### src/source/fc8_pkg.sv
// FC8 system definitions
`default_nettype none

package fc8_pkg;

    typedef logic [7:0]  byte_t;
    typedef logic [15:0] addr_t;

    // Low address byte inside the SFR window
    typedef logic [7:0]  sfr_offset_t;

    // Timer prescale select, bits 3..0 of the timer control register
    typedef logic [3:0]  prescaler_t;

    // Memory map
    localparam addr_t RAM_BASE  = 16'h0000;
    localparam addr_t RAM_LIMIT = 16'h7FFF;
    localparam addr_t SFR_BASE  = 16'h8000;
    localparam addr_t SFR_LIMIT = 16'h80FF;

    localparam byte_t OPEN_BUS_VALUE = 8'hFF;   // Pulled-up data bus

    // SFR offsets
    localparam sfr_offset_t SFR_INT_ENABLE     = 8'h00;
    localparam sfr_offset_t SFR_INT_STATUS     = 8'h01;
    localparam sfr_offset_t SFR_TIMER_CTRL     = 8'h02;
    localparam sfr_offset_t SFR_GAMEPAD1       = 8'h03;
    localparam sfr_offset_t SFR_GAMEPAD2       = 8'h04;
    localparam sfr_offset_t SFR_GAMEPAD_STATUS = 8'h05;
    localparam sfr_offset_t SFR_FRAME_COUNT    = 8'h06;

    // Bit positions in the enable and status registers
    localparam int INT_BIT_VBLANK = 0;
    localparam int INT_BIT_TIMER  = 1;

    localparam int TIMER_ENABLE_BIT = 7;

    // Timer period is 2**(PRESCALE_BASE + select) cycles
    localparam int PRESCALE_BASE = 4;

endpackage

`default_nettype wire

### src/source/fc8_sfr_block.sv
// FC8 special function registers
`timescale 1ns/100ps
`default_nettype none

module fc8_sfr_block import fc8_pkg::*; (
    input  wire          master_clk,
    input  wire          master_rst_n,
    input  sfr_offset_t  sfr_offset,
    input  byte_t        sfr_wdata,
    input  wire          sfr_wr,
    input  wire          sfr_rd,
    output byte_t        sfr_rdata,
    input  byte_t        gamepad1_data,
    input  byte_t        gamepad2_data,
    input  wire          gamepad1_connected,
    input  wire          gamepad2_connected,
    input  wire [1:0]    pending,
    input  wire          new_frame,
    output logic [1:0]   int_enable,
    output logic         timer_enable,
    output prescaler_t   timer_prescale,
    output logic [1:0]   clear_pending
);

    byte_t frame_count;
    byte_t rd_value;

    // Write-one-to-clear, active in the strobe cycle
    always_comb begin
        clear_pending = '0;
        if (sfr_wr && sfr_offset == SFR_INT_STATUS) begin
            clear_pending[INT_BIT_VBLANK] = sfr_wdata[INT_BIT_VBLANK];
            clear_pending[INT_BIT_TIMER]  = sfr_wdata[INT_BIT_TIMER];
        end
    end

    always_ff @(posedge master_clk or negedge master_rst_n) begin
        if (!master_rst_n) begin
            int_enable     <= '0;
            timer_enable   <= 1'b0;
            timer_prescale <= '0;
        end else if (sfr_wr) begin
            case (sfr_offset)
                SFR_INT_ENABLE: begin
                    int_enable[INT_BIT_VBLANK] <= sfr_wdata[INT_BIT_VBLANK];
                    int_enable[INT_BIT_TIMER]  <= sfr_wdata[INT_BIT_TIMER];
                end
                SFR_TIMER_CTRL: begin
                    timer_enable   <= sfr_wdata[TIMER_ENABLE_BIT];
                    timer_prescale <= sfr_wdata[$bits(prescaler_t)-1:0];
                end
                default: ;  // Other offsets are read-only or unused
            endcase
        end
    end

    // Counts vertical blanks, wraps at 256
    always_ff @(posedge master_clk or negedge master_rst_n) begin
        if (!master_rst_n) begin
            frame_count <= '0;
        end else if (new_frame) begin
            frame_count <= frame_count + 1'b1;
        end
    end

    always_comb begin
        rd_value = '0;
        case (sfr_offset)
            SFR_INT_ENABLE:     rd_value[1:0] = int_enable;
            SFR_INT_STATUS:     rd_value[1:0] = pending;
            SFR_TIMER_CTRL: begin
                rd_value[TIMER_ENABLE_BIT]        = timer_enable;
                rd_value[$bits(prescaler_t)-1:0] = timer_prescale;
            end
            SFR_GAMEPAD1:       rd_value = gamepad1_connected ? gamepad1_data : '0;
            SFR_GAMEPAD2:       rd_value = gamepad2_connected ? gamepad2_data : '0;
            SFR_GAMEPAD_STATUS: rd_value[1:0] = {gamepad2_connected, gamepad1_connected};
            SFR_FRAME_COUNT:    rd_value = frame_count;
            default:            rd_value = '0;
        endcase
    end

    always_ff @(posedge master_clk) begin
        if (sfr_rd) sfr_rdata <= rd_value;  // One cycle read latency
    end

endmodule

`default_nettype wire

### config.mk
export PLATFORM = sky130hd
export DESIGN_NAME = fc8_sfr_block
export DESIGN_NICKNAME = d
export VERILOG_FILES = /design/src/source/fc8_pkg.sv /design/src/source/fc8_sfr_block.sv
export SDC_FILE = /design/constraint.sdc
export NUM_CORES = 1
export LEC_CHECK = 0
export ABC_AREA = 1
export BUFFER_PORTS_ARGS = -buffer_cell sky130_fd_sc_hd__buf_4
export CORE_AREA = 5 5 61 63
export CTS_BUF_LIST = sky130_fd_sc_hd__clkbuf_2
export DETAILED_ROUTE_END_ITERATION = 12
export DIE_AREA = 0 0 66 68
export GPL_ROUTABILITY_DRIVEN = 0
export GPL_TIMING_DRIVEN = 0
export PLACE_DENSITY = 0.78
export SLEW_MARGIN = 20
export SYNTH_ARGS = -nofsm -noshare
export SYNTH_HDL_FRONTEND = slang
export SYNTH_SLANG_ARGS = --single-unit
### constraint.sdc
create_clock -name master_clk -period 1.3 [get_ports master_clk]
set_input_delay 0.26 -clock master_clk [delete_from_list [all_inputs] [get_ports master_clk]]
set_output_delay 0.26 -clock master_clk [all_outputs]
set_load 0.1 [all_outputs]
# Word-level counts from Yosys, hierarchy flattened
# Cells that the tools add are included.
# Widths: inputs -> output; s select.
# totals
regBits,23
inputBits,41
output_inout_bits,17
wordCells,23
# classes
add_sub_neg,1
n_eq_ne,6
muxes,7
reduce_logical,4
# ops
operator,n
$eq 8x3->1 const B,3
$eq 8x2->1 const B,2
$mux 8,2
$pmux 2 s7,1
$pmux 3 s3,1
$add 8x1->8 const B,1
$eq 8x1->1 const B,1
$logic_not 8->1,1
$pmux 2 s4,1
$pmux 1 s4,1
$reduce_and 2->1,2
$mux 2,1
$logic_and 1x1->1,1

# Longest topological paths before layout
# logic_depth
depth_word,3
ltp_mapped,8
ltp_nobuf,7

# Worst setup path before layout
# No wires, ideal clock.
# synth_timing
path_kind,in2out
from,in sfr_offset[7]
to,out clear_pending[0]
arrival_time_ps,2773
required_time_ps,1040
path_slack_ps,-1733
path_stages,6
n_path_buf,1
cell_sequence,nor2_1 > nand2_2 > inv_2 > buf_4 > nand2_1 > nor3_1
# synth_between
elab_chain_cells,3
# synth_rtl
element,line_no,rtl
"start, declared",fc8_sfr_block.sv:8,"input sfr_offset_t sfr_offset,"
$eq 8x1->1,fc8_sfr_block.sv:31,if (sfr_wr && sfr_offset == SFR_INT_STATUS) begin
$logic_and 1x1->1,fc8_sfr_block.sv:31,
$mux 2,fc8_sfr_block.sv:31,
"end, declared",fc8_sfr_block.sv:22,output logic [1:0] clear_pending
# Every way passes these cells.

# Final worst setup path
# layout_timing
from,in sfr_offset[1]
to,out clear_pending[0]
# Same word-level chain as after synthesis.

==> results.toml <==
[synthesis]
synth_edf_count = 8
netlist.area_leader.share_pct = 25.6
synth_seq_cells = 23
ys.flop_type = "dfrtp_1"
netlist_instances = 171
synth_top_cell_by_area = "dfrtp_1"
synthesis.nets = 213
syn_avg_cell_area_um2 = 8.56
ys_types = 27
synthTopCellsByArea = "dfrtp_1, edfxtp_1, nand2_1"
syn_area_um2 = 1460
post-synth-top-count-cell = "nand2_1"
synth_commonest_cells = "nand2_1, nand3_1, dfrtp_1, inv_1, nor2_1"
yosysSeqAreaShare_pct = 42.1
synth_warnings = 0
async_reset_ff_share_pct = 65.2

[sta]
setup_violations = 2
post-route-min-period_ps = 1380
min_period_over_period_pct = 106
skew_ps = 1.35
worst_slack_ps = -82.6
slew_headroom_pct = 68.8
holdWs_ps = 110
worst_slew_pin_slew_ps = 467
max_freq_ghz = 0.723
slew_violations = 0
hold_violations = 0
rsz0062_at_grt = "true"

[routing]
num_vias = 1390
avgViaCountPerCell = 4.86
drt-wirelength-per-cell_um = 12.8
postRouteAntennaNets = 0
wl_mm = 3.66
first_iter_violations = 86
drc_errors = 0
first_pass_iters = 4

[floorplanning]
start_util_pct = 46.0
rows = 21
core_area_um2 = 3180
die_w_um = 66
die_h_um = 68
die_area_um2 = 4490
pin_count = 58

[worst_setup_path]
cp_max_fo = 3
crit_type = "input pin to primary output"
crit_chain = "buf_8 -> inv_6 -> nand2_4 -> nor2_4 -> nand2_8 -> nor3_4 -> buf_12"
cp_slowest_cell = "nor3_4"
crit_arrival_ps = 1120
cp.required_ps = 1040
slowest_delay_ps = 200
start_kind = "input pin"
end_kind = "primary output"

[cells_and_area]
fin_util_pct = 71.1
stdcell_area_um2 = 2260
instances_no_fill = 286
final_nets = 283
drive_gt1_share_pct = 45.4
area_growth_pct = 54.4
diodes = 0

[grt]
overflow = 0
grt_pass1_vias = 1306
grt.total_usage_pct = 15.9
antenna_found_initial = 0
grt_pass1_wl_mm = 5.55
grt_start_max_net_pins = 16

[clock_tree]
clk_pin_slew_ps = 220
cts_tree = "yes"
cts_root_buffer = "clkbuf_2"
cts_buffers = 3
clock_sinks = 23
clockBufferDepth = 2
insertion_delay_ps = 330
htreeDepth = 1

[placed_design]
dp.cells = 271
dp_hpwl_mm = 2.64
pre_cts_slack_ps = -280
place_area_um2 = 1990
io_buffers = 54

[status]
violations = "setup timing"
status = "complete, but fails checks"

[pwr]
power_density_nw_per_um2 = 866
leakagePower_nw = 1.14
peakVddDrop_v = 0.000586

[worst_hold_path]
hp-class = "input pin to flip-flop"

[run]
max_cap_violations = 0
## timing repair
action                                  CTS  global route
pin swaps                                 7             6
setup buffers                             4             7
endpoints found under the setup margin    9            15
hold buffers                              1             0
endpoints found under the hold margin    15             0
resized for setup                        19            26
## critical path, delay by kind of cell
family                 cells  cell delay (ps)
buffers and inverters      3              360
AND/OR/NAND/NOR            4              490
## layer usage
layer / part of all wire, % / vias up / global-route usage (%) / wire (µm)
li1: - / 702 / - / -
met1: 40 / 636 / 19.2 / 1460
met2: 53 / 48 / 29.2 / 1930
met3: 6.0 / 4 / 2.96 / 218
met4: 1.5 / 0 / 4.31 / 55
met5: 0 / - / 0 / 0
## path summary, 6_finish.rpt
check / from / end / slack [ps] / cells after the start
min: sfr_wdata[7] / timer_enable / 110 / 3
max in group asynchronous: master_rst_n / int_enable[0] / 840 / 2
max: sfr_offset[1] / clear_pending[0] / -80 / 7
max reg2reg: frame_count[0] / frame_count[6] / 140 / 4
min reg2reg: frame_count[4] / frame_count[4] / 520 / 1
min in group asynchronous: master_rst_n / frame_count[6] / 280 / 2
## final cells by class
cell class	instances	area, µm²
fill	225	920
multi-input combinational	126	808
timing repair buffer	66	631
sequential	23	624
inverter	19	83.8
tap	46	57.6
buffer	2	35.0
clock buffer	3	15.0
clock inverter	1	5.00
## cell families after synthesis
group,synth area share [%]
XOR/XNOR,3.59
flip-flops,42.1
buffers and inverters,7.78
AND/OR/NAND/NOR,42.6
adder cells (fa/ha/maj),0.855
multiplexers,0.769
AO/OA/AOI/OAI,2.39
## layout by cell type, fill, tap and decap left out, types with 5 or more instances in the layout
cell type	n
dfrtp_2	7
nor2_1	7
nand3_1	26
dfrtp_1	8
inv_1	14
buf_12	5
nand4_1	7
o21ai_1	5
buf_8	6
buf_4	44
nand2_1	42
buf_6	12
edfxtp_1	8
nor2_4	7
## state kept, by name, indices dropped and copies added (netlist names)
name,flops
frame_count,8
sfr_rdata,8
timer_prescale,4
int_enable,2
timer_enable,1
## per-stage QoR
step | TNS, ps | total power, mW
after floorplan | -833 | 1.40
after global placement | -505 | 1.60
after detailed placement | -522 | 1.61
after CTS | -175 | 1.92
after global routing | -253 | 2.07
final | -115 | 1.96
## power by group
part | switching, mW | internal (mW) | leakage (nW)
sequential | 0.140 | 0.877 | 0.267
clock | 0.220 | 0.0698 | 0.0164
combinational | 0.368 | 0.281 | 0.858
total | 0.729 | 1.23 | 1.14
No activity file was read; power rests on OpenSTA's default activity.
