### src/source/fc8_pkg.sv
// FC8 system definitions
`default_nettype none

package fc8_pkg;

    typedef logic [7:0]  byte_t;
    typedef logic [15:0] addr_t;

    // Low address byte inside the SFR window
    typedef logic [7:0]  sfr_offset_t;

    // Timer prescale select, bits 3..0 of the timer control register
    typedef logic [3:0]  prescaler_t;

    // Memory map
    localparam addr_t RAM_BASE  = 16'h0000;
    localparam addr_t RAM_LIMIT = 16'h7FFF;
    localparam addr_t SFR_BASE  = 16'h8000;
    localparam addr_t SFR_LIMIT = 16'h80FF;

    localparam byte_t OPEN_BUS_VALUE = 8'hFF;   // Pulled-up data bus

    // SFR offsets
    localparam sfr_offset_t SFR_INT_ENABLE     = 8'h00;
    localparam sfr_offset_t SFR_INT_STATUS     = 8'h01;
    localparam sfr_offset_t SFR_TIMER_CTRL     = 8'h02;
    localparam sfr_offset_t SFR_GAMEPAD1       = 8'h03;
    localparam sfr_offset_t SFR_GAMEPAD2       = 8'h04;
    localparam sfr_offset_t SFR_GAMEPAD_STATUS = 8'h05;
    localparam sfr_offset_t SFR_FRAME_COUNT    = 8'h06;

    // Bit positions in the enable and status registers
    localparam int INT_BIT_VBLANK = 0;
    localparam int INT_BIT_TIMER  = 1;

    localparam int TIMER_ENABLE_BIT = 7;

    // Timer period is 2**(PRESCALE_BASE + select) cycles
    localparam int PRESCALE_BASE = 4;

endpackage

`default_nettype wire

### src/source/fc8_interrupt_controller.sv
// FC8 interrupt controller
`timescale 1ns/100ps
`default_nettype none

module fc8_interrupt_controller import fc8_pkg::*; (
    input  wire         master_clk,
    input  wire         master_rst_n,
    input  wire         new_frame,
    input  wire [1:0]   int_enable,
    input  wire         timer_enable,
    input  prescaler_t  timer_prescale,
    input  wire [1:0]   clear_pending,
    output logic [1:0]  pending,
    output logic        nmi_req,
    output logic        irq_req
);

    // Wide enough for the longest period, 2**(PRESCALE_BASE + 15)
    localparam int TIMER_W = PRESCALE_BASE + 2 ** $bits(prescaler_t);

    logic [TIMER_W-1:0] timer_cnt;
    logic [TIMER_W-1:0] period_last;
    prescaler_t         prescale_q;     // Select seen last cycle
    logic               timer_tick;
    logic [1:0]         event_set;

    assign period_last = (TIMER_W'(1) << (PRESCALE_BASE + timer_prescale)) - TIMER_W'(1);
    assign timer_tick  = timer_enable && (timer_prescale == prescale_q) &&
                         (timer_cnt == period_last);

    always_ff @(posedge master_clk or negedge master_rst_n) begin
        if (!master_rst_n) begin
            timer_cnt  <= '0;
            prescale_q <= '0;
        end else begin
            prescale_q <= timer_prescale;
            if (!timer_enable || timer_prescale != prescale_q || timer_tick) begin
                timer_cnt <= '0;    // Restart on disable, new select or wrap
            end else begin
                timer_cnt <= timer_cnt + 1'b1;
            end
        end
    end

    always_comb begin
        event_set                 = '0;
        event_set[INT_BIT_VBLANK] = new_frame;
        event_set[INT_BIT_TIMER]  = timer_tick;
    end

    // Sticky flags, a new event beats a clear in the same cycle
    always_ff @(posedge master_clk or negedge master_rst_n) begin
        if (!master_rst_n) begin
            pending <= '0;
        end else begin
            pending <= event_set | (pending & ~clear_pending);
        end
    end

    assign nmi_req = pending[INT_BIT_VBLANK] & int_enable[INT_BIT_VBLANK];
    assign irq_req = pending[INT_BIT_TIMER]  & int_enable[INT_BIT_TIMER];

    a_nmi_gated: assert property (
        @(posedge master_clk) disable iff (!master_rst_n)
        nmi_req |-> int_enable[INT_BIT_VBLANK]);

    a_irq_gated: assert property (
        @(posedge master_clk) disable iff (!master_rst_n)
        irq_req |-> int_enable[INT_BIT_TIMER]);

endmodule

`default_nettype wire

### config.mk
export PLATFORM = sky130hd
export DESIGN_NAME = fc8_interrupt_controller
export DESIGN_NICKNAME = d
export VERILOG_FILES = /design/src/source/fc8_pkg.sv /design/src/source/fc8_interrupt_controller.sv
export SDC_FILE = /design/constraint.sdc
export NUM_CORES = 1
export LEC_CHECK = 0
export BUFFER_PORTS_ARGS = -buffer_cell sky130_fd_sc_hd__buf_4
export CAP_MARGIN = 20
export CORE_MARGIN = 8
export CORE_UTILIZATION = 30
export DETAILED_ROUTE_END_ITERATION = 6
export PLACE_DENSITY = 0.48
export SLEW_MARGIN = 40
export SYNTH_ARGS = -nofsm -noshare
export SYNTH_HDL_FRONTEND = slang
export SYNTH_SLANG_ARGS = --single-unit
### constraint.sdc
create_clock -name master_clk -period 3.4 [get_ports master_clk]
set_clock_uncertainty 0.15 [all_clocks]
set_input_delay 0.68 -clock master_clk [delete_from_list [all_inputs] [get_ports master_clk]]
set_output_delay 0.68 -clock master_clk [all_outputs]
set_load 0.02 [all_outputs]
# After elaboration in Yosys (flattened, before gate mapping)
# Cells that the tools add are included.
[totals] ff_bits=26 inputBits=12 output_inout_bits=4
[op_classes] n_addsub=3 n_eq_ne=3 shift=1 n_mux=1 bitwise_logic=5 n_reduce_logical=5
[ops] operator="$add A20 B1 Y20 const B" n=1
[ops] operator="$eq A20 B20 Y1" n=1
[ops] operator="$mux W20" n=1
[ops] operator="$shl A1 B5 Y20 const A" n=1
[ops] operator="$sub A20 B2 Y20 const B" n=1
[ops] operator="$add A3 B4 Y5 const A" n=1
[ops] operator="$eq A4 B4 Y1" n=1
[ops] operator="$ne A4 B4 Y1" n=1
[ops] operator="$and A1 B1 Y1" n=2
[ops] operator="$and A2 B2 Y2" n=1
[ops] operator="$logic_and A1 B1 Y1" n=2
[ops] operator="$logic_or A1 B1 Y1" n=2
[ops] operator="$not A2 Y2" n=1
[ops] operator="$or A2 B2 Y2" n=1
[ops] operator="$logic_not A1 Y1" n=1

# Logic depth before layout (Yosys ltp)
[logic_depth] depth_word=7 depth_mapped=16 ltp_nobuf=12

# Worst setup path after synthesis
# Ideal clock, no wire load.
[synth_path] kind="in2reg" startpoint="input port timer_prescale[2]" endpoint="register timer_cnt[17]" setup_time_ns=0.119 arrival_time_ns=3.220 t_required_ns=3.131 path_slack_ns=-0.089 path_stages=16 path_cell_list="buf_4 -> inv_2 -> ha_1 -> buf_2 -> nor2_1 -> nand3_1 -> ha_1 -> buf_4 -> nor4b_2 -> nor3b_2 -> o21ai_1 -> xor2_1 -> nor4_2 -> a41o_1 -> buf_6 -> nor2_2"
[synth_between] elab_chain_cells=7
[synth_lines] item="start: declaration" line="fc8_interrupt_controller.sv:11" text="input prescaler_t timer_prescale,"
[synth_lines] item="$add A3 B4 Y5" line="fc8_interrupt_controller.sv:27" text="assign period_last = (TIMER_W'(1) << (PRESCALE_BASE + timer_prescale)) - TIMER_W'(1);"
[synth_lines] item="$shl A1 B5 Y20" line="fc8_interrupt_controller.sv:27"
[synth_lines] item="$sub A20 B2 Y20" line="fc8_interrupt_controller.sv:27"
[synth_lines] item="$eq A20 B20 Y1" line="fc8_interrupt_controller.sv:29" text="(timer_cnt == period_last);"
[synth_lines] item="$logic_and A1 B1 Y1" line="fc8_interrupt_controller.sv:28" text="assign timer_tick = timer_enable && (timer_prescale == prescale_q) &&"
[synth_lines] item="$logic_or A1 B1 Y1 *" line="fc8_interrupt_controller.sv:37" text="if (!timer_enable || timer_prescale != prescale_q || timer_tick) begin"
[synth_lines] item="$mux W20 *" line="fc8_interrupt_controller.sv:37"
[synth_lines] item="end signal: assignment" line="fc8_interrupt_controller.sv:40" text="timer_cnt <= timer_cnt + 1'b1;"
[synth_lines] item="end: declaration" line="fc8_interrupt_controller.sv:21" text="logic [TIMER_W-1:0] timer_cnt;"
# Mark *: on every way between the ends. The rest lies on a longest branch, timed or not.

# Worst setup path in the final report
[layout_path] startpoint="input port timer_prescale[3]" endpoint="register timer_cnt[17]"
# Same word-level chain as after synthesis.

==> impl_metrics.tcl <==
set metrics [dict create \
    first_iter_violations 70 \
    globalplace.congestion 0.758 \
    fillCellCount 640 \
    place_hpwl_um 3490 \
    final.hold.worst_slack_ns 0.140 \
    syn-cell-area_um2 1960 \
    finalMaxSlewViolations 0 \
    synthMostInstantiatedCell "dfrtp_1" \
    adder_cell_share_of_the_synthesized_area 0.0446 \
    critical_path_peak_fanout 20 \
    worst_slew_margin_rel 0.750 \
    worst-endpoint-required_ns 3.42 \
    netlist.top_cell.by_area "dfrtp_1" \
    worst_skew_pair.late_latency_ns 0.28 \
    clk_root_buffer_cell "clkbuf_8" \
    design.portCount 16 \
    wl_per_cell_um 14.2 \
    finalHoldViolations 0 \
    clk_pin_slew_ns 0.10 \
    setup.worst_path.class "primary input to register" \
    seq_area_frac_synth 0.331 \
    grtUsageTotal 0.104 \
    timing.max_cap.violations 0 \
    syn2layout_area_growth_pct 19.0 \
    power.combinational.fraction 0.190 \
    critical_path.slowest_cell "or4_1" \
    buffer_ports.inserted 15 \
    detailroute.via_count 1572 \
    synth_simple_gate_area_frac 0.310 \
    final-setup-viol-count 0 \
    drt_pre_antenna_iters 4 \
    synth-xor-area-share 0.171 \
    synth-seq-cells 26 \
    grt_pass1_wl_um 8220 \
    power_per_cell_area_nw_per_um2 308 \
    clkSinkCount 26 \
    synth_top_area_share 0.331 \
    hold_buffers 0 \
    postSynth.asyncResetShare 1.00 \
    peakVddDrop_mv 0.152 \
    timing.final.crit_share 0.948 \
    holdCritPathClass "primary input to async pin" \
    maximum_number_of_pins_on_one_net_before_global_route_repair 27 \
    tightestPinTransition_ns 0.372 \
    tns_ns 0 \
    synthesis.nets 241 \
    synth-main-ff-cell "dfrtp_1" \
    cpPeakStageDelay_ns 0.44 \
    net-switching-power_uw 188 \
    cts.htree.levels 1 \
    leakagePower_uw 0.000956 \
    yosys-mux-area-fraction 0.0102 \
    synth_compound_gate_area_share 0.0816 \
    synth_top_family_by_area "simple AND/OR/NAND/NOR gates" \
    num_rows 29 \
    number_of_buffers_on_the_longest_clock_path 2 \
    final_period_minus_worst_setup_slack_ns 3.22 \
    drcViolationCount 0 \
    dieArea_um2 9390 \
    crit_path_start_kind "primary input" \
    post_route_cells_drive_above_1_share 0.274 \
    antenna-diode-count 0 \
    cts_tree "yes" \
    final_antenna_net_count 0 \
    crit_path_cell_trace "buf_4, inv_1, ha_4, nor2_2, nand3_1, ha_1, or4_1, a21oi_1, nor2_1, xnor2_1, nor4_1, a41o_1, buf_12, nor2_2" \
    power_switching_share 0.261 \
    drt-total-wl_um 4630 \
    std_cell_core_area_um2 6350 \
    post-place-cells 321 \
    critical_path_arrival_ns 3.25 \
    number_of_warnings_printed_during_yosys_synthesis 0 \
    cts_buffers 3 \
    vias_per_cell 4.84 \
    timing.critical_path.to_type "register" \
    grt-ovfl-total 0 \
    cpMostUsedCell "nor2_2" \
    start_util 0.309 \
    power.clock.fraction 0.373 \
    first_global_vias 1643 \
    cellInternalPower_uw 532 \
    run_status "finished, final reports clean" \
    syn_inst 222 \
    pwr-share-seq 0.437 \
    layout.cells.non_filler 325 \
    synth.distinct_cells 46 \
    synth_enable_flop_cells 0 \
    synth.cells.most_frequent "dfrtp_1 (26), nor2_2 (21), xor2_1 (19)" \
    die_w_um 96.9 \
    synth.top_cells.by_area "dfrtp_1 (33%), xor2_1 (8.5%), nor2_2 (6.7%)" \
    layout_net_count 268 \
    initial_antenna_violation_count 0 \
    fmax_mhz 310 \
    chipHeight_um 96.9 \
    design_power_total_uw 720 \
    synthesis.area_per_instance_um2 8.84 \
    setup_repair_after_global_routing_missed_its_margin "no" \
]
## cell usage in the layout (no fill, tap or decap), drive strengths merged, types with 4 or more instances in the layout
cell   instances
a21oi          5
and3           6
buf           34
dfrtp         26
ha             7
inv            6
nand2         18
nand3         12
nand4          4
nor2          33
nor3           7
nor4           4
o21ai         11
xnor2         15
xor2          20
## metal layers
layer,global-route usage,share of wire
met1,0.134,0.50
met2,0.170,0.46
met3,0.0192,0.021
met4,0.0331,0.017
met5,0,0
## cell type report
class	instances	area (um^2)	area share
multi-input cells	178	1230	0.525
repair buffers	34	268	0.115
clock inverters	1	30.0	0.0129
well taps	77	96.3	0.0412
flip-flops and latches	26	651	0.279
clock buffers	3	41.3	0.0177
inverters	6	22.5	0.00964
## logic make-up after synthesis
kind of cell	count (synthesis)
multiplexers	2
AND/OR/NAND/NOR	106
buffers and inverters	18
adder cells (fa/ha/maj)	7
XOR/XNOR	36
flip-flops	26
AO/OA/AOI/OAI	27
## critical path: cells and delay by family
family / cells / cell delay, ns
fa+ha+maj: 2 / 0.43
buf+inv: 3 / 0.41
compound gates: 2 / 0.43
xor+xnor: 1 / 0.13
simple gates: 6 / 1.14
## per-stage QoR
stage,cell area (um^2),setup slack (ns),util
floorplan,1980,0.0394,-
global placement,2260,-0.00679,0.357
detailed placement,2260,-0.0423,0.357
CTS,2340,0.256,0.368
global route,2340,0.0128,0.368
finish,2340,0.177,0.368
## worst paths after layout
path | from | end | slack [ns] | cells past startpoint
max | timer_prescale[3] | timer_cnt[17] | 0.18 | 14
min | master_rst_n | pending[0] | 0.14 | 1
max reg2reg | timer_cnt[11] | timer_cnt[17] | 1.07 | 7
min reg2reg | pending[0] | pending[0] | 0.36 | 1
max in group asynchronous | master_rst_n | timer_cnt[17] | 2.69 | 1
min in group master_clk | pending[0] | pending[0] | 0.36 | 1
## power by group through the flow
stage	Combinational [uW]	Clock [uW]	Sequential, uW
floorplan	83.1	0	322
global placement	137	0	321
detailed placement	137	0	321
CTS	138	274	315
global route	152	286	315
finish	137	268	315
## sequential cells by signal, summed over array words and instances, names as in the netlist
name and flops:
timer_cnt 20, prescale_q 4, pending 2
## timing repair
action | 4_1_cts | 5_1_grt
setup endpoints to repair | 0 | 1
resized for setup | 0 | 0
buffers inserted | 0 | 0
hold endpoints to repair | 0 | 0
No activity file was read; power rests on OpenSTA's default activity.
