`config.mk`:
```
export PLATFORM = sky130hd
export DESIGN_NAME = fc8_frame_timer
export DESIGN_NICKNAME = d
export VERILOG_FILES = /design/src/source/fc8_frame_timer.sv
export SDC_FILE = /design/constraint.sdc
export NUM_CORES = 1
export LEC_CHECK = 0
export ABC_AREA = 1
export CAP_MARGIN = 20
export CORE_AREA = 3 3 42 44
export CTS_BUF_LIST = sky130_fd_sc_hd__clkbuf_16
export DETAILED_ROUTE_END_ITERATION = 12
export DIE_AREA = 0 0 45 47
export DONT_BUFFER_PORTS = 1
export GPL_TIMING_DRIVEN = 1
export PLACE_DENSITY = 0.5
export RECOVER_POWER = 25
export SLEW_MARGIN = 30
export SYNTH_ARGS = -nofsm -noshare
export SYNTH_HDL_FRONTEND = slang
export SYNTH_SLANG_ARGS = --single-unit
```
`constraint.sdc`:
```
create_clock -name master_clk -period 2.5 [get_ports master_clk]
set_input_delay 0.5 -clock master_clk [delete_from_list [all_inputs] [get_ports master_clk]]
set_output_delay 0.5 -clock master_clk [all_outputs]
set_load 0.01 [all_outputs]
```
`src/source/fc8_frame_timer.sv`:
```
// FC8 frame timer
`timescale 1ns/100ps
`default_nettype none

module fc8_frame_timer #(
    parameter int FRAME_CYCLES = 1000
) (
    input  wire   master_clk,
    input  wire   master_rst_n,
    output logic  new_frame
);

    localparam int CNT_W = (FRAME_CYCLES > 1) ? $clog2(FRAME_CYCLES) : 1;

    logic [CNT_W-1:0] frame_cnt;
    logic             frame_end;

    assign frame_end = (frame_cnt == CNT_W'(FRAME_CYCLES - 1));

    always_ff @(posedge master_clk or negedge master_rst_n) begin
        if (!master_rst_n) begin
            frame_cnt <= '0;
            new_frame <= 1'b0;
        end else begin
            new_frame <= frame_end;     // Vertical blank starts here
            if (frame_end) begin
                frame_cnt <= '0;
            end else begin
                frame_cnt <= frame_cnt + 1'b1;
            end
        end
    end

    a_single_pulse: assert property (
        @(posedge master_clk) disable iff (!master_rst_n)
        new_frame |=> !new_frame);

endmodule

`default_nettype wire

```
Yosys cells after proc, flatten, opt, wreduce, memory -nomap -nowiden
Index checks and enable logic that the tools add are counted.
{"block": "totals", "reg_bits": 11, "output_inout_bits": 1}
{"block": "op_classes", "mux": 1, "eq_ne": 1, "n_addsub": 1}
{"op": "10-bit by 1-bit adder with 10-bit output (second input constant)", "n": 1}
{"op": "10-bit equality test (second input constant)", "n": 1}
{"op": "10-bit two-way mux", "n": 1}

Logic depth before layout (Yosys ltp)
Gate-level depths: netlist of run 1.
{"block": "logic_depth", "word_depth": 2, "ltp_mapped": 6}

Least setup slack after synthesis of run 1
No wires, ideal clock.
{"block": "synth_path", "kind": "register -> register", "start": "register frame_cnt[0]", "end": "register frame_cnt[6]", "arrival_time_ns": 1.036, "path_stages_with_launch": 7, "setup_slack_ns": 1.395, "required_ns": 2.431, "setup_time_ns": 0.069, "period_less_slack_ns": 1.105, "path_cell_list": "dfrtp_1 -> ha_1 -> nand2_2 -> nor2_2 -> nand3_2 -> clkinv_2 -> nor2_2"}
{"block": "synth_via", "elab_chain_len": 2, "word_cells_on_any_way": 3, "cone_classes": "add/sub: 1; eq/ne: 1; mux: 1"}
{"item": "from (decl)", "line": "15", "source": "logic [CNT_W-1:0] frame_cnt;"}
{"item": "from (signal assigned)", "line": "29", "source": "frame_cnt <= frame_cnt + 1'b1;"}
{"item": "10-bit equality test", "line": "18", "source": "assign frame_end = (frame_cnt == CNT_W'(FRAME_CYCLES - 1));"}
{"item": "net frame_end", "line": "16", "source": "logic frame_end;"}
{"item": "10-bit two-way mux", "line": "26", "source": "if (frame_end) begin"}
The timed path passes the listed nets, and every way through them passes these cells.

Final worst setup path of run 1
Ends and elaborated chain as after synthesis.

==> summary.txt, run 1 <==
Status -> finished clean
Pint -> 0.3893 mW
Design Area, Final -> 660.6 um^2
Placed cell areas -> 574.3 um^2
Synth Net Count -> 71
Wire per inst -> 10.73 um
GPL Wtd Cong -> 0.7624
Switching power -> 0.07743 mW
PortBufs -> 0
Setup violations, final -> 0
Max cap viols -> 0
Register area -> 275.3 um^2
Clock Sinks -> 11
CTS clk-pin slew, worst paths -> 40 ps
GRT overflow -> 0
Core Rows -> 14
IO Pins -> 3
Root Driver -> clkbuf_16
Post-Syn Area -> 554.3 um^2
Netlist cell types -> 14
Hold Violations, Final -> 0
Startpoint Class -> flip-flop
Fraction of layout cells with a size suffix above 1 -> 0.2055
Reg2reg setup slack -> 1250 ps
Core area -> 1471 um^2
RSZ-0062 raised after global routing -> false
Primary FF master, synth -> dfrtp_1
Vias per cell -> 4.472
Switching share of power -> 0.1659
Crit path largest cell delay -> 390 ps
Slowest CP cell -> dfrtp_1
N_diodes -> 0
WS Path Type -> flip-flop to flip-flop
Worst hold path class -> flip-flop to flip-flop
H-tree depth -> 1
CP bufs+invs -> 1
Core Util, Final -> 0.4490
Nets -> 77
Required time worst endpoint -> 2670 ps
Clock Latency Late Sink -> 240 ps
Reg2Reg Depth -> 6
Share of flip-flops with an asynchronous set or reset -> 1.000
Delay-heaviest family, CP -> simple AND/OR/NAND/NOR gates
Die height -> 47 um
Pwr/cell area -> 706.5 nW/um^2
Leak -> 0.3306 nW
Initial Utilization -> 0.3767
CTS tree -> yes
Clk buf depth -> 2
Setup TNS -> 0 ps
First-pass GRT wire length -> 1607 um
Hold path cells -> 2
Post-DP HPWL -> 705.9 um
Clock Skews -> 1.739 ps
Worst IR drop on VDD -> 0.3063 mV
First drt pass iteration count -> 2
Routed WL -> 955 um
CP Capture Type -> flip-flop
Total GRT Usage -> 0.1124
Place WS -> 1282 ps
Crit-path cells -> ha_1 -> nand2_1 -> nor2_2 -> nand3_2 -> clkinv_2 -> nor2_2
Capturing point of the worst reg2reg path -> frame_cnt[6]
HP Start -> frame_cnt[8]
Final Cycle Share -> 0.5014
Most used cell, CP -> nor2_2
FMAX -> 0.7978 GHz
Syn avg cell area -> 8.151 um^2
Syn Inst Count -> 68
Resize count post-CTS -> 0
Data arrival time of the worst path -> 1420 ps
Number of global-route vias before repair -> 358
Multi-input gate area -> 237.7 um^2
Yosys warnings -> 0
Clock share of power -> 0.607
Slew Viols, Final -> 0
FF+latch count, synth -> 11
Pin count of the biggest net entering global routing -> 12
Seq pwr share -> 0.383
Worst-path fanout max -> 6
DRT iter0 DRCs -> 4
Initial antenna violation count -> 0
Sequential share of the synthesized area -> 0.4966
Layout area overhead -> 19.19%
Max_slew headroom -> 0.6611
Filler Cell Count -> 153
Comb power frac -> 0.010
EDFF count, synth -> 0
Min cycle time layout -> 1253 ps
Num CTS Buffers -> 3
Worst Hold End -> frame_cnt[8]
Post-route antenna net violation count -> 0
Reg-to-Reg Start -> frame_cnt[0]
Post-CTS Hold Buffers -> 1
Via count -> 398
DRC -> 0
Final setup margin -> 1247 ps
Die width -> 45 um
Setup bufs post-CTS -> 0
Die ar. -> 2115 um^2
Worst slew pin tran -> 506.7 ps
-- placed cells by master (no fill, tap or decap) --
master and instances:
nand2_1 18, dfrtp_1 11, nor2_1 10, inv_1 9
nor2_2 7, nand3_1 3, clkbuf_16 3, nand3_2 2
a21oi_1 2, xor2_1 2, clkinv_2 1, nand2_2 1
o21bai_1 1, inv_2 1, ha_1 1, dlygate4sd3_1 1
-- cell usage after synthesis, types with 2 or more instances --
master	number	share of area
xor2_1	2	0.032
a21oi_1	2	0.018
nand3_2	2	0.036
dfrtp_1	11	0.50
nor2_2	7	0.079
nand2_2	2	0.023
inv_1	8	0.054
nand2_1	17	0.12
nand3_1	3	0.027
nor2_1	10	0.068
-- worst max path at each step --
stage | from | end | slack (ps) | cells after the start
3_5_place_dp | frame_cnt[0] | frame_cnt[7] | 1280 | 6
2_1_floorplan | frame_cnt[0] | frame_cnt[6] | 1390 | 6
6_report | frame_cnt[0] | frame_cnt[6] | 1250 | 6
5_1_grt | frame_cnt[0] | frame_cnt[7] | 1130 | 6
4_1_cts | frame_cnt[0] | frame_cnt[7] | 1270 | 6
3_3_place_gp | frame_cnt[0] | frame_cnt[7] | 1290 | 6
-- sequential cells by signal, indices dropped and copies added (netlist names) --
register,cells
frame_cnt,10
new_frame,1
-- worst register-to-register path: stages (launching register included) --
cell      delay (ps)
dfrtp_1          390
ha_1             220
nand2_1          160
nor2_2            50
nand3_2          130
clkinv_2         120
nor2_2           110
-- power groups by stage --
stage	Combinational [mW]	Sequential, mW	Clock, mW
after floorplan	0.000000146	0.181	0
final	0.00444	0.179	0.283
after global routing	0.00522	0.179	0.301
after detailed placement	0.000000146	0.181	0
after global placement	0.000000146	0.181	0
after CTS	0.00495	0.179	0.293
-- layout make-up --
class                           instances  area share
Sequential cell                        11      0.4167
Multi-Input combinational cell         47      0.3598
Clock buffer                            3      0.1136
Tap cell                               16     0.03030
Clock inverter                          1    0.005682
Inverter                               10     0.05871
Timing Repair Buffer                    1     0.01515
-- per-stage QoR --
| step | std cells | total power [mW] | hold WS [ps] |
|---|---|---|---|
| global placement | 84 | 0.1813 | 204.8 |
| floorplan | 68 | 0.1813 | 204.4 |
| finish | 89 | 0.4668 | 537.5 |
| global route | 89 | 0.4850 | 569.6 |
| CTS | 89 | 0.4768 | 536.0 |
| detailed placement | 84 | 0.1813 | 204.8 |
-- per-layer routing --
layer,vias to the layer above,global-route usage,wire [um]
met3,4,0.03448,28
met1,174,0.1632,530
met2,4,0.1328,371
met4,0,0.08772,25
li1,216,-,-
met5,-,0,0
-- kinds of logic (layout without fill, tap and decap cells) --
logic type / Yosys count / count (layout) / share of synthesized area
buffers and inverters: 10 / 15 / 0.06996
AOI/OAI and AO/OA: 3 / 3 / 0.03161
and+or+nand+nor: 41 / 41 / 0.3476
xor gates and xnor gates: 2 / 2 / 0.03161
adders and majority gates: 1 / 1 / 0.02257
DFF: 11 / 11 / 0.4966
Power figures use the tool's default switching activity.
==> run 2, diff against run 1 <==
Settings changed: PLACE_DENSITY 0.5 to 0.51.
Clock period 2.5 ns to 1.1 ns, I/O delays scaled along.
==> run 2 against run 1 <==
Against the previous run: the run now ends with setup timing left; largest power group unchanged; setup slack worse by 1200 ps; global-route usage is 1.3 points higher; die area stayed put; sequential share of layout area is 3.9 points lower; non-clock buffer count is 3 higher; maximum frequency is 14% higher; register-to-register slack worse by 1200 ps; worst hold slack worse by 150 ps; clock skew is 1.5 ps higher; via count is 8.0% higher; count of clock-buffer cells in the layout stayed put.
==> summary.txt, run 2 (synthesis gave the netlist of run 1 again) <==
Met1 wire length -> 496 um
Num CTS Buffers -> 3
Most common cell after layout, fill and taps aside -> nand2_1
Delay-heaviest family, CP -> simple AND/OR/NAND/NOR gates
Register area -> 275.3 um^2
Final cell count without fillers -> 92
Setup TNS -> -1.967 ps
Biggest regs -> frame_cnt x10, new_frame x1
Die width -> 45 um
Placed cell areas -> 596.8 um^2
Switching power -> 0.1779 mW
Pwr/cell area -> 1457 nW/um^2
Post-route antenna net violation count -> 0
DP Cell Count -> 87
Clock share of power -> 0.608
WL met2 -> 491 um
Worst-path fanout max -> 6
First drt pass iteration count -> 4
Core Util, Final -> 0.4957
Failing checks -> setup timing
Reg2Reg Depth -> 6
Switching share of power -> 0.1673
Final Cycle Share -> 1.002
Nets -> 80
Filler Cell Count -> 150
Hold Slack -> 388.3 ps
Initial antenna violation count -> 0
Routed WL -> 1025 um
Core Rows -> 14
IO Pins -> 3
Min cycle time layout -> 1102 ps
Routed wl met3 -> 34 um
Die height -> 47 um
Pin count of the biggest net entering global routing -> 12
Design Area, Final -> 729.5 um^2
Crit path largest cell delay -> 390 ps
Setup violations, final -> 1
GPL Wtd Cong -> 0.7599
Commonest cells after routing, fill and taps aside -> nand2_1 (16), dfrtp_1 (11), inv_1 (9), nor2_1 (9), nor2_2 (6)
Clock Sinks -> 11
Comb power frac -> 0.009
GRT overflow -> 0
FMAX -> 0.9075 GHz
Die ar. -> 2115 um^2
Status -> complete, but fails checks
Slew Viols, Final -> 0
Reg2reg setup slack -> -2 ps
DRT iter0 DRCs -> 11
Post-DP HPWL -> 729.8 um
CP Capture Type -> flip-flop
Via count -> 430
Max FFs per register -> 10
Worst hold path class -> primary input to async pin
Worst slew pin tran -> 495.2 ps
CTS tree -> yes
Fraction of layout cells with a size suffix above 1 -> 0.2895
CP bufs+invs -> 0
Clk buf depth -> 2
Wire per inst -> 11.14 um
Worst IR drop on VDD -> 1.455 mV
Hold Violations, Final -> 0
PortBufs -> 0
Top reg by flops -> frame_cnt
Max_slew headroom -> 0.6688
Startpoint Class -> flip-flop
Layout area overhead -> 31.60%
WS Path Type -> flip-flop to flip-flop
Total GRT Usage -> 0.1254
Initial Utilization -> 0.3767
Data arrival time of the worst path -> 1220 ps
Vias per cell -> 4.674
Core area -> 1471 um^2
Number of global-route vias before repair -> 430
Multi-input gate area -> 280.3 um^2
H-tree depth -> 1
N_diodes -> 0
Clock Latency Late Sink -> 230 ps
RSZ-0062 raised after global routing -> true
Seq pwr share -> 0.382
Crit-path cells -> ha_4 -> nand2_4 -> nor2_4 -> nand3_4 -> nand2_1 -> nor2_1
Slowest CP cell -> dfrtp_1
Reg-to-Reg Start -> frame_cnt[1]
Max cap viols -> 0
Pint -> 0.8851 mW
Top Layer Used -> met4
Required time worst endpoint -> 1220 ps
Leak -> 0.3635 nW
Root Driver -> clkbuf_16
First-pass GRT wire length -> 1863 um
Capturing point of the worst reg2reg path -> frame_cnt[9]
Clock Skews -> 3.241 ps
CTS clk-pin slew, worst paths -> 40 ps
DRC -> 0
Final setup margin -> -1.967 ps
## run 2: power groups by stage
stage / logic [mW] / registers [mW] / clock network, mW
4_1_cts: 0.0110 / 0.406 / 0.663
2_1_floorplan: 0.000000146 / 0.412 / 0
5_1_grt: 0.0115 / 0.406 / 0.682
3_3_place_gp: 0.000000161 / 0.412 / 0
6_report: 0.00991 / 0.406 / 0.647
3_5_place_dp: 0.000000161 / 0.412 / 0
## run 2: through the flow
stage	total power [mW]	setup slack, ps
3_3_place_gp	0.4121	-32.10
3_5_place_dp	0.4121	-50.13
5_1_grt	1.099	-83.83
2_1_floorplan	0.4121	3.070
6_report	1.063	-1.967
4_1_cts	1.080	1.620
## run 2: cell type report
class,instances,area share
Sequential cell,11,0.3774
Tap cell,16,0.02744
Inverter,10,0.05832
Clock buffer,3,0.1029
Timing Repair Buffer,4,0.04460
Multi-Input combinational cell,47,0.3842
Clock inverter,1,0.005146
## run 2: per-layer routing
| metal | global-route usage | vias up |
|---|---|---|
| met4 | 0.01754 | 0 |
| met2 | 0.1921 | 5 |
| li1 | - | 225 |
| met5 | 0 | - |
| met3 | 0.05747 | 2 |
| met1 | 0.1667 | 198 |
## run 2: how the worst max path moves through the flow
stage,startpoint,end,slack [ps],cells past startpoint
global placement,frame_cnt[0],frame_cnt[6],-30,6
CTS,frame_cnt[0],frame_cnt[9],2,6
finish,frame_cnt[1],frame_cnt[9],-2,6
detailed placement,frame_cnt[0],frame_cnt[6],-50,6
global route,frame_cnt[1],frame_cnt[5],-80,6
floorplan,frame_cnt[0],frame_cnt[6],3,6
## run 2: what timing repair did
action / CTS / global route
setup endpoints to repair: 10 / 9
hold buffers: 1 / 0
endpoints found under the hold margin: 11 / 0
setup buffers: 0 / 0
resized for setup: 6 / 3
pin swaps: 1 / 1
