**config.mk**
```make
export PLATFORM = sky130hd
export DESIGN_NAME = fc8_mmu
export DESIGN_NICKNAME = d
export VERILOG_FILES = /design/src/source/fc8_pkg.sv /design/src/source/fc8_mmu.sv
export SDC_FILE = /design/constraint.sdc
export NUM_CORES = 1
export LEC_CHECK = 0
export BUFFER_PORTS_ARGS = -buffer_cell sky130_fd_sc_hd__buf_2
export CORE_ASPECT_RATIO = 0.6
export CORE_MARGIN = 2
export CORE_UTILIZATION = 33
export CTS_BUF_LIST = sky130_fd_sc_hd__clkbuf_16
export CTS_CLUSTER_DIAMETER = 40
export DETAILED_ROUTE_END_ITERATION = 7
export GPL_TIMING_DRIVEN = 0
export PLACE_DENSITY = 0.79
export SYNTH_ARGS = -nofsm -noshare
export SYNTH_HDL_FRONTEND = slang
export SYNTH_SLANG_ARGS = --single-unit
```
**constraint.sdc**
```tcl
create_clock -name master_clk -period 1.4 [get_ports master_clk]
set_input_delay 0.14 -clock master_clk [delete_from_list [all_inputs] [get_ports master_clk]]
set_output_delay 0.14 -clock master_clk [all_outputs]
set_load 0.02 [all_outputs]
```
**src/source/fc8_pkg.sv**
```systemverilog
// FC8 system definitions
`default_nettype none

package fc8_pkg;

    typedef logic [7:0]  byte_t;
    typedef logic [15:0] addr_t;

    // Low address byte inside the SFR window
    typedef logic [7:0]  sfr_offset_t;

    // Timer prescale select, bits 3..0 of the timer control register
    typedef logic [3:0]  prescaler_t;

    // Memory map
    localparam addr_t RAM_BASE  = 16'h0000;
    localparam addr_t RAM_LIMIT = 16'h7FFF;
    localparam addr_t SFR_BASE  = 16'h8000;
    localparam addr_t SFR_LIMIT = 16'h80FF;

    localparam byte_t OPEN_BUS_VALUE = 8'hFF;   // Pulled-up data bus

    // SFR offsets
    localparam sfr_offset_t SFR_INT_ENABLE     = 8'h00;
    localparam sfr_offset_t SFR_INT_STATUS     = 8'h01;
    localparam sfr_offset_t SFR_TIMER_CTRL     = 8'h02;
    localparam sfr_offset_t SFR_GAMEPAD1       = 8'h03;
    localparam sfr_offset_t SFR_GAMEPAD2       = 8'h04;
    localparam sfr_offset_t SFR_GAMEPAD_STATUS = 8'h05;
    localparam sfr_offset_t SFR_FRAME_COUNT    = 8'h06;

    // Bit positions in the enable and status registers
    localparam int INT_BIT_VBLANK = 0;
    localparam int INT_BIT_TIMER  = 1;

    localparam int TIMER_ENABLE_BIT = 7;

    // Timer period is 2**(PRESCALE_BASE + select) cycles
    localparam int PRESCALE_BASE = 4;

endpackage

`default_nettype wire

```
**src/source/fc8_mmu.sv**
```systemverilog
// FC8 address decoder
`timescale 1ns/100ps
`default_nettype none

module fc8_mmu import fc8_pkg::*; #(
    parameter int RAM_ADDR_W = 10
) (
    input  wire                    master_clk,
    input  wire                    master_rst_n,
    input  addr_t                  addr,
    input  byte_t                  wdata,
    input  wire                    rd_en,
    input  wire                    wr_en,
    output byte_t                  rdata,
    output logic [RAM_ADDR_W-1:0]  ram_addr,
    output byte_t                  ram_wdata,
    output logic                   ram_wr,
    output logic                   ram_rd,
    input  byte_t                  ram_rdata,
    output sfr_offset_t            sfr_offset,
    output byte_t                  sfr_wdata,
    output logic                   sfr_wr,
    output logic                   sfr_rd,
    input  byte_t                  sfr_rdata
);

    typedef enum logic [1:0] {
        SRC_OPEN,
        SRC_RAM,
        SRC_SFR
    } rd_src_t;

    logic    in_ram;
    logic    in_sfr;
    addr_t   ram_rel;
    addr_t   sfr_rel;
    rd_src_t rd_src;
    logic    rd_pending;    // Read data arrives from the source this cycle
    byte_t   rd_mux;

    // Unsigned offset compare covers both ends of a region
    function automatic logic in_range(addr_t a, addr_t base, addr_t limit);
        return addr_t'(a - base) <= addr_t'(limit - base);
    endfunction

    assign in_ram  = in_range(addr, RAM_BASE, RAM_LIMIT);
    assign in_sfr  = in_range(addr, SFR_BASE, SFR_LIMIT);
    assign ram_rel = addr - RAM_BASE;
    assign sfr_rel = addr - SFR_BASE;

    assign ram_addr   = ram_rel[RAM_ADDR_W-1:0];    // Upper bits ignored, RAM mirrors
    assign ram_wdata  = wdata;
    assign ram_wr     = wr_en & in_ram;
    assign ram_rd     = rd_en & in_ram;

    assign sfr_offset = sfr_offset_t'(sfr_rel);
    assign sfr_wdata  = wdata;
    assign sfr_wr     = wr_en & in_sfr;
    assign sfr_rd     = rd_en & in_sfr;

    always_comb begin
        case (rd_src)
            SRC_RAM: rd_mux = ram_rdata;
            SRC_SFR: rd_mux = sfr_rdata;
            default: rd_mux = OPEN_BUS_VALUE;
        endcase
    end

    always_ff @(posedge master_clk or negedge master_rst_n) begin
        if (!master_rst_n) begin
            rd_src     <= SRC_OPEN;
            rd_pending <= 1'b0;
            rdata      <= '0;
        end else begin
            rd_pending <= rd_en;
            if (rd_en) begin
                rd_src <= in_ram ? SRC_RAM : (in_sfr ? SRC_SFR : SRC_OPEN);
            end
            if (rd_pending) rdata <= rd_mux;    // Held until the next read completes
        end
    end

    a_no_rd_wr_overlap: assert property (
        @(posedge master_clk) disable iff (!master_rst_n) !(rd_en && wr_en));

    a_one_target: assert property (
        @(posedge master_clk) disable iff (!master_rst_n)
        !((ram_rd || ram_wr) && (sfr_rd || sfr_wr)));

endmodule

`default_nettype wire

```
Yosys cells after proc, flatten, opt, wreduce, memory -nomap -nowiden
Index checks and enable logic that the tools add are counted.
{"block": "word_totals", "mem_bits_rw": 0, "output_inout_bits": 46, "mem_count": 0, "ff_bits": 11, "latchBits": 0, "romBits": 0, "elab_cells": 15, "in_bits": 44}
{"block": "op_classes", "n_reduce_logical": 0, "n_mux": 3, "magnitude_cmp": 2, "n_addsub": 1, "n_mul": 0, "shift": 0, "bitwise": 4, "eq_ne": 2, "n_div": 0}
{"op": "$le 16x15->1 const B", "n": 1}
{"op": "$le 16x8->1 const B", "n": 1}
{"op": "$pmux 8 s2", "n": 1}
{"op": "$sub 16x16->16 const B", "n": 1}
{"op": "$and 1x1->1", "n": 4}
{"op": "$mux 2", "n": 2}
{"op": "$eq 2x1->1 const B", "n": 1}
{"op": "$eq 2x2->1 const B", "n": 1}

Longest topological paths before layout
Gate-level depths: netlist of run 1.
{"block": "depth", "word_depth": 4, "ltp_mapped": 5, "mapped_depth_nobuf": 4}

Worst setup path after synthesis of run 1
Ideal clock, no wire load.
{"block": "synth_path", "kind": "input port to output port", "from": "in addr[14]", "to": "out sfr_rd", "path_buffers": 0, "path_stages": 2, "slack_ns": 0.070, "arrival_ns": 1.190, "path_cell_list": "or4b_1 nor3_1"}
{"block": "synth_via", "elab_chain_cells": 3}
{"item": "start: declaration", "line_no": "fc8_mmu.sv:10", "source": "input addr_t addr,"}
{"item": "$sub 16x16->16"}
{"item": "$le 16x8->1", "line_no": "fc8_mmu.sv:43", "source": "return addr_t'(a - base) <= addr_t'(limit - base);"}
{"item": "$and 1x1->1", "line_no": "fc8_mmu.sv:59", "source": "assign sfr_rd = rd_en & in_sfr;"}
{"item": "end: declaration", "line_no": "fc8_mmu.sv:23", "source": "output logic sfr_rd,"}
No other way between the ends.

Final worst setup path of run 1
{"block": "layout_path", "from": "in addr[14]", "to": "out sfr_wr"}
{"block": "layout_via", "elab_chain_cells": 3}
{"item": "$sub 16x16->16"}
{"item": "$le 16x8->1", "line_no": "fc8_mmu.sv:43"}
{"item": "$and 1x1->1", "line_no": "fc8_mmu.sv:58", "source": "assign sfr_wr = wr_en & in_sfr;"}
{"item": "end: declaration", "line_no": "fc8_mmu.sv:22", "source": "output logic sfr_wr,"}
No other way between the ends.

==> metrics.yaml, run 1 <==
status: "finished clean"
syn_area_um2: 798
cts_buffer_depth: 2
ant_nets: 0
max_freq_mhz: 726
cts_buffers: 3
grt_pass1_vias: 818
crit_end: "sfr_wr"
worstSetupStartpoint: "addr[14]"
rows: 13
cts_tree: "built"
wirelength_um: 2190
vdd.ir_drop.worst_mv: 0.637
critPathRequiredTime_ps: 1260
final_common_cell: "buf_2"
root_buffer: "clkbuf_16"
gp_congestion: 0.671
finalPower_mw: 1.26
switching_share: 0.281
synth-seq-area-share: 0.345
clk_latency_ps: 230
syn-num-nets: 135
highest_layer: "met4"
io_buffers: 73
power_frac_comb: 0.312
syn2layout_area_growth_pct: 63.2
layout_common_cells: "74 x buf_2, 34 x buf_4, 11 x dfrtp_1"
fin_nets: 211
placedCellCount: 192
p_clk_frac: 0.397
worst_setup_path_end_kind: "output pin"
min_path_type: "input port to register"
synth_cell_types: 16
setup.worst_path.class: "input port to output pin"
crit_path_max_fanout: 3
antenna_found_initial: 0
drt_iter0_drc: 31
detailed_place_hpwl_um: 1770
r2r-start: "rd_src[0]$_DFFE_PN0P_"
dr_total_vias: 842
fp.dieArea_um2: 2840
clk_pin_slew_worst_paths_ps: 40
met2_length_um: 1240
r2r_slack_ps: 100
seq_power_share: 0.292
start_kind: "input port"
htree_levels: 1
post_drt_wl_per_cell_um: 11.3
die_x_um: 67.5
period_share: 0.984
grt_overflow: 0
power.internal_uw: 903
start_util: 0.358
powerDensity_nw_per_um2: 965
wl_met1_um: 784
post-cts-setup-buffers: 0
fin_cells: 194
relSlewSlack: 0.806
r2r-end: "rdata[4]$_DFFE_PN0P_"
core_um2: 2230
reg2regPathDepth: 4
viasPerCell: 4.34
p_leak_nw: 0.721
drive_gt1_frac: 0.720
wl_met3_um: 148
synth_cells: 89
fin_skew_ps: 0.385
cap_violations: 0
fill_cells: 196
grt_pass1_wl_um: 3150
grt_max_degree: 12
critPathArrivalTime_ps: 1240
drc_errors: 0
p_switching_uw: 354
finalSetupViolations: 0
hold_viol_final: 0
synth_seq_cells: 11
seq_area_um2: 275
finalMaxSlewViolations: 0
gr-usage-all-layers: 0.144
yosysWarnings: 0
top_level_ports: 90
dr.pass1.iters: 4
fp.dieH_um: 42.1
multiInputGateArea_um2: 256
syn-mean-instance-area_um2: 8.97
worst_slew_pin_slew_ps: 290
clock-sinks: 11
diodes: 0
period_minus_slack_ps: 1380
## repair_timing
action | 4_1_cts | 5_1_grt
endpoints found under the hold margin | 11 | 0
setup endpoints to repair | 6 | 8
hold buffers | 1 | 0
gates cloned | 0 | 0
resized for setup | 1 | 4
pin swaps | 0 | 0
## critical path, stage by stage
cell	delay (ps)
buf_2	90
or4b_1	590
nor3_1	210
buf_2	210
## worst min path at each step
stage | start | endpoint | slack, ps | cells past startpoint
after detailed placement | master_rst_n | rdata[6]$_DFFE_PN0P_ | 20 | 1
after global routing | rd_en | rd_pending$_DFF_PN0_ | 60 | 1
after floorplan | master_rst_n | rd_pending$_DFF_PN0_ | -160 | 0
after CTS | rd_en | rd_pending$_DFF_PN0_ | 60 | 1
after global placement | master_rst_n | rdata[1]$_DFFE_PN0P_ | 10 | 1
final | rd_en | rd_pending$_DFF_PN0_ | 60 | 1
## power by group through the flow
stage / Clock [mW] / Sequential, mW / Combinational [mW]
detailed placement: 0 / 0.370 / 0.381
finish: 0.499 / 0.366 / 0.392
global placement: 0 / 0.370 / 0.373
global route: 0.526 / 0.371 / 0.423
CTS: 0.506 / 0.366 / 0.386
floorplan: 0 / 0.406 / 0.209
## through the flow
step                utilization  setup WS, ps  hold WS (ps)  TNS, ps  area, um2
floorplan                     -          69.7          -156        0        798
global placement          0.539          41.9          13.4        0       1200
detailed placement        0.539         -44.9          18.9    -82.9       1200
CTS                       0.580          15.9          57.2        0       1290
global route              0.585         -2.12          62.7    -2.12       1300
finish                    0.585          22.5          58.0        0       1300
## per-layer routing
metal	vias to the layer above	GRT usage
met5	-	0
met4	0	0.0612
met3	2	0.0403
met2	34	0.269
met1	390	0.147
li1	416	-
## Yosys cell counts (all sizes together)
library cell | number | area share
nor2 | 9 | 0.042
buf | 35 | 0.33
nor2b | 1 | 0.0078
a221oi | 8 | 0.088
or4b | 1 | 0.013
o31ai | 1 | 0.016
inv | 4 | 0.019
a21o | 1 | 0.0094
a21oi | 8 | 0.050
dfrtp | 11 | 0.34
ha | 2 | 0.031
or4 | 1 | 0.014
nand2b | 1 | 0.0078
nor3 | 2 | 0.013
clkbuf | 4 | 0.019
## sequential cells by signal, summed over array words and instances, names as in the netlist
name,cells
rd_pending,1
rd_src,2
rdata,8
## cells by family (layout without fill, tap and decap cells)
| group | count (synthesis) | after routing | share of synthesized area |
|---|---|---|---|
| AND/OR/NAND/NOR | 15 | 15 | 0.0972 |
| buffers and inverters | 43 | 118 | 0.364 |
| adder cells (fa/ha/maj) | 2 | 2 | 0.0313 |
| AO/OA/AOI/OAI | 18 | 18 | 0.163 |
| flip-flops | 11 | 11 | 0.345 |
## cell type report
| class | count | area share |
|---|---|---|
| buffer | 36 | 0.203 |
| clock buffer | 3 | 0.0576 |
| clock inverter | 1 | 0.00288 |
| inverter | 4 | 0.0115 |
| multi-input combinational | 35 | 0.197 |
| sequential | 11 | 0.211 |
| tap | 30 | 0.0288 |
| timing repair buffer | 74 | 0.288 |
No activity file was read; power rests on OpenSTA's default activity.
==> run 2: changes to the inputs <==
--- a/config.mk
+++ b/config.mk
@@ -13,7 +13,7 @@
 export CTS_CLUSTER_DIAMETER = 40
 export DETAILED_ROUTE_END_ITERATION = 7
 export GPL_TIMING_DRIVEN = 0
-export PLACE_DENSITY = 0.79
+export PLACE_DENSITY_LB_ADDON = 0.2
 export SYNTH_ARGS = -nofsm -noshare
 export SYNTH_HDL_FRONTEND = slang
 export SYNTH_SLANG_ARGS = --single-unit
==> metrics.yaml, run 2 (synthesis results as in run 1) <==
crit_chain: "buf_2 -> or4b_1 -> nor3_1 -> buf_2"
drive_gt1_frac: 0.720
finalPower_mw: 1.27
fin_skew_ps: 0.667
largest-register: "rdata"
grt_max_degree: 12
ant_nets: 0
reg_top3: "rdata: 8 flops, rd_src: 2 flops, rd_pending: 1 flops"
start_util: 0.358
period_minus_slack_ps: 1350
critPathRequiredTime_ps: 1260
io_buffers: 73
rsz0062_at_grt: "false"
dr.pass1.iters: 3
setup.worst_path.class: "input port to output pin"
worstSetupStartpoint: "addr[14]"
finalMaxSlewViolations: 0
r2r-start: "rd_src[0]$_DFFE_PN0P_"
fp.dieArea_um2: 2840
stdcell_area_um2: 1300
crit_path_max_fanout: 3
min_path_type: "input port to register"
clk_pin_slew_worst_paths_ps: 40
antenna_found_initial: 0
clock-sinks: 11
htree_levels: 1
gr-usage-all-layers: 0.148
cp_num_buf_inv: 2
fill_cells: 194
final_common_cell: "buf_2"
relSlewSlack: 0.814
status: "finished clean"
fin_nets: 211
cts_buffers: 3
hp-start: "rd_en"
gp_congestion: 0.668
rows: 13
cts_tree: "built"
detailed_place_hpwl_um: 1770
post_drt_wl_per_cell_um: 10.9
critPathArrivalTime_ps: 1210
grt_overflow: 0
hold_viol_final: 0
fp.dieH_um: 42.1
vdd.ir_drop.worst_mv: 0.451
dpl_cell_area_um2: 1200
drc_errors: 0
max_freq_mhz: 740
syn2layout_area_growth_pct: 63.2
timing.hold.ws_ps: 52.2
worst_setup_path_end_kind: "output pin"
finalSetupViolations: 0
slowest_stage: "or4b_1"
start_kind: "input port"
powerDensity_nw_per_um2: 977
crit_family: "simple AND/OR/NAND/NOR gates"
grt_pass1_vias: 783
wirelength_um: 2120
largest_reg_flops: 8
worst_slew_pin_slew_ps: 279
period_share: 0.965
cap_violations: 0
dr_total_vias: 848
layout_common_cells: "74 x buf_2, 34 x buf_4, 11 x dfrtp_1"
post-cts-setup-buffers: 0
slowest_delay_ps: 590
diodes: 0
drt_iter0_drc: 29
crit_top_cell: "buf_2"
placedCellCount: 192
top_level_ports: 90
grt_pass1_wl_um: 3150
clk_latency_ps: 240
root_buffer: "clkbuf_16"
cts_buffer_depth: 2
viasPerCell: 4.37
die_x_um: 67.5
p_leak_nw: 0.721
fin_cells: 194
core_um2: 2230
==> run 2: layout make-up <==
class	count	area [um2]	share of cell area
Buffer	36	264	0.203
Clock buffer	3	75.1	0.0576
Clock inverter	1	3.75	0.00288
Inverter	4	15.0	0.0115
Multi-Input combinational cell	35	256	0.197
Sequential cell	11	275	0.211
Tap cell	30	37.5	0.0288
Timing Repair Buffer	74	375	0.288
==> run 2: worst paths after layout <==
path	end	slack, ps	cells past startpoint
setup / recovery	sfr_rd	50	4
hold / removal	rd_pending$_DFF_PN0_	50	1
setup reg to reg	rdata[6]$_DFFE_PN0P_	110	4
hold reg to reg	rdata[0]$_DFFE_PN0P_	520	2
max in group asynchronous	rd_src[1]$_DFFE_PN0P_	890	2
min in group asynchronous	rdata[7]$_DFFE_PN0P_	300	2
==> run 2: per-stage QoR <==
step	util	setup TNS, ps	setup slack (ps)
after floorplan	-	0	69.7
after global placement	0.539	0	0.912
after detailed placement	0.539	-32.3	-32.3
after CTS	0.580	0	23.6
after global routing	0.585	0	19.6
final	0.585	0	48.8
==> run 2: power by group <==
group / total, mW / internal (mW) / switching (mW)
registers: 0.367 / 0.351 / 0.0165
clock network: 0.516 / 0.375 / 0.141
logic: 0.389 / 0.179 / 0.210
==> run 2: routing by layer <==
metal  GRT usage  vias up  share of wire
met2       0.282       48           0.53
met1       0.143      377           0.35
met5           0        -              0
met4      0.0612        0          0.017
li1            -      419              -
met3      0.0511        4           0.10
==> run 2: worst register-to-register path, delay by kind of cell, from the launching register on <==
family	cells	cell delay [ps]
flops	1	400
fa+ha+maj	1	330
buf+inv	1	70
compound gates	2	370
==> run 2: timing repair <==
action	in CTS	in global routing
gates cloned	0	0
resized for setup	1	4
setup endpoints to repair	3	8
endpoints found under the hold margin	11	0
hold buffers	1	0
==> run 3: changes to the inputs <==
--- a/config.mk
+++ b/config.mk
@@ -8,7 +8,7 @@
 export BUFFER_PORTS_ARGS = -buffer_cell sky130_fd_sc_hd__buf_2
 export CORE_ASPECT_RATIO = 0.6
 export CORE_MARGIN = 2
-export CORE_UTILIZATION = 33
+export CORE_UTILIZATION = 36
 export CTS_BUF_LIST = sky130_fd_sc_hd__clkbuf_16
 export CTS_CLUSTER_DIAMETER = 40
 export DETAILED_ROUTE_END_ITERATION = 7
==> constraint.sdc (replaced) <==
create_clock -name master_clk -period 1.6 [get_ports master_clk]
set_input_delay 0.16 -clock master_clk [delete_from_list [all_inputs] [get_ports master_clk]]
set_output_delay 0.16 -clock master_clk [all_outputs]
set_load 0.02 [all_outputs]
==> metrics.yaml, run 3 (synthesis results as in run 1) <==
htree_levels: 1
drive_gt1_frac: 0.677
highest_layer: "met3"
stdcell_area_um2: 1290
wl_met3_um: 179
largest_reg_flops: 8
worst_slew_pin_slew_ps: 343
powerDensity_nw_per_um2: 844
r2r-end: "rdata[6]$_DFFE_PN0P_"
finalPower_mw: 1.09
detailed_place_hpwl_um: 1700
met2_length_um: 1020
gp_congestion: 0.737
clock-sinks: 11
status: "finished clean"
setup.worst_path.class: "input port to output pin"
drc_errors: 0
drt_iter0_drc: 18
root_buffer: "clkbuf_16"
period_minus_slack_ps: 1440
relSlewSlack: 0.771
cap_violations: 0
grt_overflow: 0
timing.hold.ws_ps: 69.7
critPathArrivalTime_ps: 1280
fill_cells: 194
crit_end: "sfr_wr"
tns_ps: 0
fp.dieH_um: 40.5
worst_setup_path_end_kind: "output pin"
start_util: 0.375
cts_buffers: 3
grt_pass1_wl_um: 2750
fin_cells: 197
rows: 13
cts_resized: 0
dr.pass1.iters: 4
layout_common_cells: "74 x buf_2, 34 x buf_4, 11 x dfrtp_1"
diodes: 0
die_x_um: 64.8
syn2layout_area_growth_pct: 61.6
placedCellCount: 192
largest-register: "rdata"
dr_total_vias: 845
start_kind: "input port"
finalMaxSlewViolations: 0
r2r-start: "rd_src[0]$_DFFE_PN0P_"
crit_path_max_fanout: 3
period_share: 0.899
reg_top3: "rdata: 8 flops, rd_src: 2 flops, rd_pending: 1 flops"
r2r_slack_ps: 190
fin_skew_ps: 0.253
core_um2: 2130
top_level_ports: 90
worstSetupStartpoint: "addr[14]"
min_path_type: "input port to register"
p_leak_nw: 0.718
wirelength_um: 1930
rsz0062_at_grt: "false"
ant_nets: 0
clk_pin_slew_worst_paths_ps: 40
vdd.ir_drop.worst_mv: 0.504
antenna_found_initial: 0
gr-usage-all-layers: 0.143
reg2regPathDepth: 5
max_freq_mhz: 695
grt_max_degree: 12
fp.dieArea_um2: 2620
io_buffers: 73
critPathRequiredTime_ps: 1440
viasPerCell: 4.29
hold_viol_final: 0
clk_latency_ps: 230
fin_nets: 214
wl_met1_um: 729
cts_buffer_depth: 2
dpl_cell_area_um2: 1200
cts_tree: "built"
grt_pass1_vias: 707
post_drt_wl_per_cell_um: 9.80
finalSetupViolations: 0
final_common_cell: "buf_2"
## run 3: layout make-up
cell class                 instances  area [um2]  share of cell area
clock inverter                     1        3.75             0.00291
tap                               30        37.5              0.0291
sequential                        11         275               0.213
inverter                           4        15.0              0.0116
buffer                            39         275               0.213
clock buffer                       3        75.1              0.0582
multi-input combinational         35         233               0.180
timing repair buffer              74         375               0.291
## run 3: how the worst min path moves through the flow
stage | from | to | slack (ps) | cells past startpoint
after floorplan | master_rst_n | rd_pending$_DFF_PN0_ | -140 | 0
after global placement | master_rst_n | rdata[7]$_DFFE_PN0P_ | 40 | 1
after detailed placement | master_rst_n | rdata[7]$_DFFE_PN0P_ | 40 | 1
after CTS | rd_en | rd_pending$_DFF_PN0_ | 70 | 1
after global routing | rd_en | rd_pending$_DFF_PN0_ | 70 | 1
final | rd_en | rd_pending$_DFF_PN0_ | 70 | 1
## run 3: layer usage
metal,track usage,vias to the layer above
met5,0,-
met4,0.0372,0
met3,0.0506,0
met2,0.286,37
met1,0.149,385
li1,-,423
## run 3: through the flow
step | util | setup slack, ps
global placement | 0.564 | 231
finish | 0.605 | 161
detailed placement | 0.564 | 205
floorplan | - | 230
CTS | 0.605 | 203
global route | 0.605 | 80.7
## run 3: critical path, stage by stage
cell	delay, ps
buf_2	90
or4b_1	600
nor3_1	220
buf_2	210
## run 3: repair_timing
item	CTS	global route
buffers inserted	0	0
hold buffers	1	0
hold endpoints to repair	11	0
## run 3: power by group
group / internal, mW / switching, mW
sequential: 0.307 / 0.0143
combinational: 0.152 / 0.177
clock: 0.327 / 0.112
